### config.mk
export PLATFORM = sky130hd
export DESIGN_NAME = loop_stream_top
export DESIGN_NICKNAME = d
export VERILOG_FILES = /design/src/lsd_pkg.sv /design/src/lat_if.sv /design/src/loop_detect.sv /design/src/loop_addr_table.sv /design/src/unroll_ctrl.sv /design/src/loop_stream_top.sv
export VERILOG_INCLUDE_DIRS = /design/src
export SDC_FILE = /design/constraint.sdc
export NUM_CORES = 1
export LEC_CHECK = 0
export ABC_AREA = 0
export BUFFER_PORTS_ARGS = -buffer_cell sky130_fd_sc_hd__clkbuf_2
export CAP_MARGIN = 40
export CORE_MARGIN = 8
export CORE_UTILIZATION = 58
export CTS_BUF_LIST = sky130_fd_sc_hd__clkbuf_4
export DETAILED_ROUTE_END_ITERATION = 8
export PLACE_DENSITY = 0.79
export SYNTH_ARGS = -nofsm -noshare
export SYNTH_HDL_FRONTEND = slang
export SYNTH_HIERARCHICAL = 1
export SYNTH_SLANG_ARGS = --single-unit
### constraint.sdc
create_clock -name clk -period 6.36 [get_ports clk]
set_input_delay 0.318 -clock clk [delete_from_list [all_inputs] [get_ports clk]]
set_output_delay 0.318 -clock clk [all_outputs]
set_load 0.03 [all_outputs]
### src/lsd_cfg.svh
`ifndef LSD_CFG_SVH
`define LSD_CFG_SVH

// fetch group width in instructions
`define LSD_LANES 4

// loop address table entries
`define LSD_TABLE_DEPTH 4

// instructions a single dispatch may hand out
// also the dividend of the max unroll rule
`define LSD_UNROLL_BUDGET 64

// bytes per instruction, fallthrough = branch pc + this
`define LSD_INST_BYTES 4

`endif

### src/lsd_pkg.sv
`default_nettype none
`include "lsd_cfg.svh"

package lsd_pkg;

	typedef logic [15:0] pc_t;

	typedef logic [6:0] inst_cnt_t;  // 0 to 64

	typedef logic [$clog2(`LSD_LANES + 1)-1:0] lane_cnt_t;

	// reported loop buffer state
	typedef enum logic [1:0] {
		IDLE     = 2'b00,
		TRAIN    = 2'b01,
		DISPATCH = 2'b10
	} lsd_state_e;

	// 46 bits, valid bit lives in the table
	typedef struct packed {
		pc_t       start_pc;
		pc_t       fallthrough_pc;
		inst_cnt_t num_insts;
		inst_cnt_t max_unroll;
	} lat_entry_t;

	// lane 0 sits in the top bits
	function automatic pc_t lane_pc(input logic [`LSD_LANES*$bits(pc_t)-1:0] grp,
		input int lane);
		return grp[(`LSD_LANES - 1 - lane)*$bits(pc_t) +: $bits(pc_t)];
	endfunction

	// lanes up to and including the loop end, 0 when the group holds no end
	function automatic lane_cnt_t end_count(input logic [`LSD_LANES*$bits(pc_t)-1:0] grp,
		input pc_t fall);
		lane_cnt_t cnt;
		cnt = '0;
		for (int i = `LSD_LANES - 1; i >= 0; i--) begin
			if (lane_pc(grp, i) == fall - pc_t'(`LSD_INST_BYTES))
				cnt = lane_cnt_t'(i + 1);  // lowest lane wins
		end
		return cnt;
	endfunction

endpackage

`default_nettype wire

### src/lat_if.sv
`timescale 1ns/1ps
`default_nettype none

interface lat_if;
	import lsd_pkg::*;

	// write side, lands at the edge after wr_en
	logic       wr_en;
	lat_entry_t wr_entry;

	// combinational start address lookup
	pc_t        lookup_pc;
	logic       hit;
	lat_entry_t hit_entry;

	modport detector (
		output wr_en,
		output wr_entry,
		input  hit
	);

	modport tbl (
		input  wr_en,
		input  wr_entry,
		input  lookup_pc,
		output hit,
		output hit_entry
	);

	modport dispatcher (
		output lookup_pc,
		input  hit,
		input  hit_entry
	);

endinterface

`default_nettype wire

### src/loop_detect.sv
`timescale 1ns/1ps
`default_nettype none
`include "lsd_cfg.svh"

module loop_detect (
	input  logic                     clk,
	input  logic                     rst,
	input  logic                     fetch_valid,
	input  logic [`LSD_LANES*16-1:0] pc_group,
	input  logic [`LSD_LANES-1:0]    back_branch,
	input  logic                     dispatching,
	lat_if.detector                  lat,
	output lsd_pkg::lsd_state_e      train_state
);
	import lsd_pkg::*;

	lsd_state_e state;
	pc_t        fall_pc;
	pc_t        start_pc;
	logic       first_grp;  // next group gives start_pc
	inst_cnt_t  inst_cnt;

	logic       grp_ok;
	logic       seen_branch;
	pc_t        branch_fall;
	lane_cnt_t  end_cnt;
	inst_cnt_t  cnt_next;
	pc_t        start_next;
	inst_cnt_t  unroll_next;

	// groups during dispatch belong to the controller
	assign grp_ok      = fetch_valid && !dispatching;
	assign seen_branch = |back_branch;
	assign train_state = state;

	// fallthrough of the lowest flagged lane
	always_comb begin
		branch_fall = '0;
		for (int i = `LSD_LANES - 1; i >= 0; i--) begin
			if (back_branch[`LSD_LANES-1-i])
				branch_fall = lane_pc(pc_group, i) + pc_t'(`LSD_INST_BYTES);
		end
	end

	assign end_cnt    = end_count(pc_group, fall_pc);
	assign cnt_next   = inst_cnt + ((end_cnt != '0) ? inst_cnt_t'(end_cnt)
		: inst_cnt_t'(`LSD_LANES));
	assign start_next = first_grp ? lane_pc(pc_group, 0) : start_pc;

	// floor(64 / length), lengths past the budget give 0
	always_comb begin
		case (cnt_next) inside
			7'd1:          unroll_next = 7'd64;
			7'd2:          unroll_next = 7'd32;
			7'd3:          unroll_next = 7'd21;
			7'd4:          unroll_next = 7'd16;
			7'd5:          unroll_next = 7'd12;
			7'd6:          unroll_next = 7'd10;
			7'd7:          unroll_next = 7'd9;
			7'd8:          unroll_next = 7'd8;
			7'd9:          unroll_next = 7'd7;
			7'd10:         unroll_next = 7'd6;
			[7'd11:7'd12]: unroll_next = 7'd5;
			[7'd13:7'd16]: unroll_next = 7'd4;
			[7'd17:7'd21]: unroll_next = 7'd3;
			[7'd22:7'd32]: unroll_next = 7'd2;
			[7'd33:7'd64]: unroll_next = 7'd1;
			default:       unroll_next = 7'd0;
		endcase
	end

	always_ff @(posedge clk) begin
		if (rst) begin
			state     <= IDLE;
			first_grp <= 1'b0;
			inst_cnt  <= '0;
			lat.wr_en <= 1'b0;
		end else begin
			lat.wr_en <= 1'b0;
			if (grp_ok) begin
				case (state)
					IDLE: begin
						if (seen_branch && !lat.hit) begin
							state     <= TRAIN;
							first_grp <= 1'b1;
							inst_cnt  <= '0;
						end
					end
					TRAIN: begin
						first_grp <= 1'b0;
						if (lat.hit) begin
							state <= IDLE;  // dispatch takes over
						end else if (cnt_next > inst_cnt_t'(`LSD_UNROLL_BUDGET)) begin
							state <= IDLE;  // too long to buffer
						end else if (end_cnt != '0) begin
							state     <= IDLE;
							lat.wr_en <= 1'b1;
						end else begin
							inst_cnt <= cnt_next;
						end
					end
					default: state <= IDLE;
				endcase
			end
		end
	end

	always_ff @(posedge clk) begin
		if (grp_ok && state == IDLE && seen_branch)
			fall_pc <= branch_fall;
		if (grp_ok && state == TRAIN) begin
			start_pc     <= start_next;
			lat.wr_entry <= '{start_pc:       start_next,
			                  fallthrough_pc: fall_pc,
			                  num_insts:      cnt_next,
			                  max_unroll:     unroll_next};
		end
	end

	wr_only_after_train: assert property (@(posedge clk) disable iff (rst)
		lat.wr_en |-> $past(state) == TRAIN);

endmodule

`default_nettype wire

### src/loop_addr_table.sv
`timescale 1ns/1ps
`default_nettype none
`include "lsd_cfg.svh"

module loop_addr_table (
	input logic clk,
	input logic rst,
	lat_if.tbl  lat
);
	import lsd_pkg::*;

	localparam int PTR_W = $clog2(`LSD_TABLE_DEPTH);

	lat_entry_t                  entry [`LSD_TABLE_DEPTH];
	logic [`LSD_TABLE_DEPTH-1:0] valid;
	logic [PTR_W-1:0]            wr_ptr;  // round robin victim

	logic [`LSD_TABLE_DEPTH-1:0] look_match;
	logic [`LSD_TABLE_DEPTH-1:0] wr_match;
	logic                        wr_dup;
	logic [PTR_W-1:0]            wr_idx;

	always_comb begin
		for (int i = 0; i < `LSD_TABLE_DEPTH; i++) begin
			look_match[i] = valid[i] && (entry[i].start_pc == lat.lookup_pc);
			wr_match[i]   = valid[i] && (entry[i].start_pc == lat.wr_entry.start_pc);
		end
	end

	assign lat.hit = |look_match;

	// one-hot select
	always_comb begin
		lat.hit_entry = '0;
		for (int i = 0; i < `LSD_TABLE_DEPTH; i++) begin
			if (look_match[i])
				lat.hit_entry = lat.hit_entry | entry[i];
		end
	end

	// a retrained loop overwrites its own slot
	always_comb begin
		wr_dup = |wr_match;
		wr_idx = wr_ptr;
		for (int i = 0; i < `LSD_TABLE_DEPTH; i++) begin
			if (wr_match[i])
				wr_idx = PTR_W'(i);
		end
	end

	always_ff @(posedge clk) begin
		if (rst) begin
			valid  <= '0;
			wr_ptr <= '0;
		end else if (lat.wr_en) begin
			valid[wr_idx] <= 1'b1;
			if (!wr_dup) begin
				if (wr_ptr == PTR_W'(`LSD_TABLE_DEPTH - 1))
					wr_ptr <= '0;
				else
					wr_ptr <= wr_ptr + 1'b1;
			end
		end
	end

	always_ff @(posedge clk) begin
		if (lat.wr_en)
			entry[wr_idx] <= lat.wr_entry;
	end

	single_match: assert property (@(posedge clk) disable iff (rst)
		$onehot0(look_match));

endmodule

`default_nettype wire

### src/unroll_ctrl.sv
`timescale 1ns/1ps
`default_nettype none
`include "lsd_cfg.svh"

module unroll_ctrl (
	input  logic                     clk,
	input  logic                     rst,
	input  logic                     fetch_valid,
	input  logic [`LSD_LANES*16-1:0] pc_group,
	input  logic                     mis_pred,
	lat_if.dispatcher                lat,
	output logic                     dispatching,
	output logic                     loop_start,
	output logic [`LSD_LANES-1:0]    lane_valid,
	output logic                     lane_valid_strobe,
	output logic                     stall_fetch,
	output logic                     finish_unroll
);
	import lsd_pkg::*;

	localparam int CNT_W = $clog2(`LSD_UNROLL_BUDGET) + 1;

	lsd_state_e          state;
	pc_t                 loop_fall;  // fallthrough of the loop in flight
	inst_cnt_t           remaining;  // iterations left
	logic [CNT_W-1:0]    disp_cnt;   // lanes handed out, saturates at budget

	logic                grp_hit;
	logic                take;
	pc_t                 fall_cur;
	inst_cnt_t           rem_cur;
	lane_cnt_t           end_cnt;
	lane_cnt_t           n_valid;
	logic                last_iter;
	logic [`LSD_LANES-1:0] mask;
	logic [CNT_W-1:0]    cnt_sum;
	logic [CNT_W-1:0]    cnt_next;

	assign lat.lookup_pc = lane_pc(pc_group, 0);
	assign grp_hit       = fetch_valid && lat.hit;
	assign loop_start    = grp_hit;
	assign dispatching   = (state == DISPATCH);

	// the hitting group is decoded against the entry it hit
	assign fall_cur = dispatching ? loop_fall : lat.hit_entry.fallthrough_pc;
	assign rem_cur  = dispatching ? remaining : lat.hit_entry.max_unroll;
	assign take     = dispatching ? (fetch_valid && !mis_pred) : grp_hit;

	assign end_cnt   = end_count(pc_group, fall_cur);
	assign n_valid   = (end_cnt != '0) ? end_cnt : lane_cnt_t'(`LSD_LANES);
	assign last_iter = (end_cnt != '0) && (rem_cur == inst_cnt_t'(1));
	assign cnt_sum   = disp_cnt + CNT_W'(n_valid);
	assign cnt_next  = (cnt_sum > CNT_W'(`LSD_UNROLL_BUDGET)) ? CNT_W'(`LSD_UNROLL_BUDGET)
		: cnt_sum;

	// lane 0 on bit msb, lanes past the end masked
	always_comb begin
		for (int i = 0; i < `LSD_LANES; i++)
			mask[`LSD_LANES-1-i] = (i < int'(n_valid));
	end

	always_ff @(posedge clk) begin
		if (rst) begin
			state             <= IDLE;
			remaining         <= '0;
			disp_cnt          <= '0;
			lane_valid        <= '0;
			lane_valid_strobe <= 1'b0;
			stall_fetch       <= 1'b0;
			finish_unroll     <= 1'b0;
		end else begin
			lane_valid_strobe <= take;
			lane_valid        <= take ? mask : '0;
			finish_unroll     <= take && last_iter;
			if ((dispatching && mis_pred) || (take && last_iter)) begin
				state       <= IDLE;  // abort or done, table untouched
				remaining   <= '0;
				disp_cnt    <= '0;
				stall_fetch <= 1'b0;
			end else if (take) begin
				state       <= DISPATCH;
				remaining   <= (end_cnt != '0) ? rem_cur - 1'b1 : rem_cur;
				disp_cnt    <= cnt_next;
				stall_fetch <= (cnt_next >= CNT_W'(`LSD_UNROLL_BUDGET));
			end
		end
	end

	always_ff @(posedge clk) begin
		if (!dispatching && grp_hit)
			loop_fall <= lat.hit_entry.fallthrough_pc;
	end

	stall_in_dispatch: assert property (@(posedge clk) disable iff (rst)
		stall_fetch |-> dispatching);

	finish_one_cycle: assert property (@(posedge clk) disable iff (rst)
		finish_unroll |=> !finish_unroll);

endmodule

`default_nettype wire

### src/loop_stream_top.sv
`timescale 1ns/1ps
`default_nettype none
`include "lsd_cfg.svh"

module loop_stream_top (
	input  logic                     clk,
	input  logic                     rst,
	input  logic                     fetch_valid,
	input  logic [`LSD_LANES*16-1:0] pc_group,     // lane 0 on top
	input  logic [`LSD_LANES-1:0]    back_branch,  // bit msb is lane 0
	input  logic                     mis_pred,
	output lsd_pkg::lsd_state_e      lbd_state,
	output logic                     loop_start,
	output logic [`LSD_LANES-1:0]    lane_valid,
	output logic                     lane_valid_strobe,
	output logic                     stall_fetch,
	output logic                     finish_unroll
);
	import lsd_pkg::*;

	lsd_state_e train_state;
	logic       dispatching;

	lat_if lat_bus ();

	loop_detect u_detect (
		.clk         (clk),
		.rst         (rst),
		.fetch_valid (fetch_valid),
		.pc_group    (pc_group),
		.back_branch (back_branch),
		.dispatching (dispatching),
		.lat         (lat_bus),
		.train_state (train_state)
	);

	loop_addr_table u_table (
		.clk (clk),
		.rst (rst),
		.lat (lat_bus)
	);

	unroll_ctrl u_ctrl (
		.clk               (clk),
		.rst               (rst),
		.fetch_valid       (fetch_valid),
		.pc_group          (pc_group),
		.mis_pred          (mis_pred),
		.lat               (lat_bus),
		.dispatching       (dispatching),
		.loop_start        (loop_start),
		.lane_valid        (lane_valid),
		.lane_valid_strobe (lane_valid_strobe),
		.stall_fetch       (stall_fetch),
		.finish_unroll     (finish_unroll)
	);

	// dispatch outranks training
	assign lbd_state = dispatching ? DISPATCH : train_state;

endmodule

`default_nettype wire

==> reports/results.ini <==
[drt]
drc_errors=0
routed_wl_um=53700
drtAntennaViolNets=0
drtIter0Drc=1726
wire_per_inst_um=24.9
viasPerCell=6.43
vias=13888
firstDrtPassIters=6

[global_routing]
first_global_vias=13461
grt_usage=0.310
grt_pass1_wl_um=79600
antenna_found_initial=5
grt.overflow.total=0
grt_max_degree=41

[placed_design]
hpwl_um=39300
numPortBuffers=81
detailedPlace.worstSlack_ns=-0.178
gp_congestion=1.03

[synthesis]
yosysWarnings=6
avgSynthCellArea_um2=10.7
synth_area_mm2=0.0164
synthCells=1527
synth_nets=1616

[die]
die_w_um=184
die-area_mm2=0.0339
fp-row-count=61
initial_utilization=0.590
num_io_pins=82
coreArea_mm2=0.0278
fp.dieH_um=184

[worst_hold_path]
hold_path.class=input port to register

[clocking]
clk_pin_slew_ns=0.06
tritoncts=yes
numCtsBuffers=73
cts_num_sinks=264
cts_max_path_buffers=3
clk_latency_ns=0.71
h-tree-depth=3
cts_hold_buf=0
cts_root_buf=clkbuf_4

[worst_setup_path]
crit_buf_inv=6
crit_arrival_ns=6.93
startpoint_type=register
critical_path.max_stage_delay_ns=0.55
cp.required_ns=6.97
critPathKind=register to register
critPathMaxFanout=10
worst_setup_path_end_kind=register
critPathSlowestCell=or4_4
critPathMostFrequentCell=buf_6
cp_top_family=simple AND/OR/NAND/NOR gates

[timing]
slew_headroom=0.406
holdWs_ns=0.0832
worst_slack_ns=0.0422
fin_crit_sh=0.993
skew_ns=0.0746
min_period_ns=6.32
rsz0062_at_grt=true
slew_violations=0
setup_violations=0
max_freq_ghz=0.158
worst_slew_pin_slew_ns=0.880
hold_viol=0

[power_and_ir_drop]
power-per-cell-area_mw_per_mm2=205
vdd_drop_max_mv=0.113
fin_total_pwr_uw=3900
p_leak_uw=0.00703

[final_layout]
drive_gt1_frac=0.230
utilization=0.687
fin_nets=1816
syn_to_final_growth_pct=16.4

[job]
max-cap-violations=0

[run_status]
outcome=finished clean

-- through the flow --
step | instance area, µm² | cells | TNS (ns)
after global routing | 19100 | 2160 | -1.67
after CTS | 18700 | 2142 | 0
after detailed placement | 17800 | 2011 | -0.767
after global placement | 17700 | 2008 | -0.123
final | 19100 | 2160 | 0
after floorplan | 16400 | 1527 | 0
-- final timing paths --
kind / slack [ns] / from / depth (start not counted) / end
max: 0.04 / u_table/entry[2][30]$_DFFE_PP_ / 31 / u_ctrl/disp_cnt[4]$_SDFFE_PP0P_
min: 0.08 / pc_group[48] / 2 / u_detect/start_pc[0]$_DFFE_PP_
max reg2reg: 0.04 / u_table/entry[2][30]$_DFFE_PP_ / 31 / u_ctrl/disp_cnt[4]$_SDFFE_PP0P_
min reg2reg: 0.46 / u_ctrl/remaining[5]$_SDFFE_PP0P_ / 2 / u_ctrl/remaining[5]$_SDFFE_PP0P_
-- registers in the layout, indices dropped and copies added, names as in the netlist, 6 cells and up --
signal and count:
u_table/entry 156, u_ctrl/disp_cnt 6, u_ctrl/loop_fall 16, u_detect/start_pc 16, u_detect/inst_cnt 7, u_detect/lat.wr_entry 23, u_detect/fall_pc 16, u_ctrl/remaining 7
-- cell usage in the layout, fill, tap and decap left out, drive strengths merged, types with 37 or more instances in the layout --
cell / count
clkbuf: 180
nand3: 46
edfxtp: 227
a21oi: 50
nor3: 41
nor2: 83
dfxtp: 37
nor4: 41
nand2: 93
buf: 138
xor2: 157
xnor2: 160
a22oi: 51
-- cell type report --
| cell class | count | area, µm² |
|---|---|---|
| Tap cell | 378 | 473 |
| Sequential cell | 264 | 7560 |
| Inverter | 34 | 128 |
| Timing Repair Buffer | 219 | 1460 |
| Multi-Input combinational cell | 1135 | 8550 |
| Fill cell | 2118 | 8700 |
| Clock buffer | 99 | 743 |
| Clock inverter | 30 | 168 |
| Antenna cell | 1 | 2.50 |
-- timing repair --
| item | 4_1_cts | 5_1_grt |
|---|---|---|
| cloned | 0 | 0 |
| endpoints found under the setup margin | 6 | 9 |
| resized for setup | 6 | 42 |
| setup buffers | 2 | 17 |
| pin swaps | 3 | 34 |
-- where the power goes --
group	internal [µW]	switching [µW]
Clock	775	765
Combinational	170	273
Sequential	1890	30.4
-- routing by layer --
metal / GRT usage / share of wire / vias up
met5: 0 / 0.0010 / -
met4: 0.152 / 0.050 / 8
met3: 0.0652 / 0.098 / 200
met2: 0.487 / 0.46 / 849
met1: 0.404 / 0.39 / 6694
li1: - / - / 6137
(Power assumes the default switching activity.)
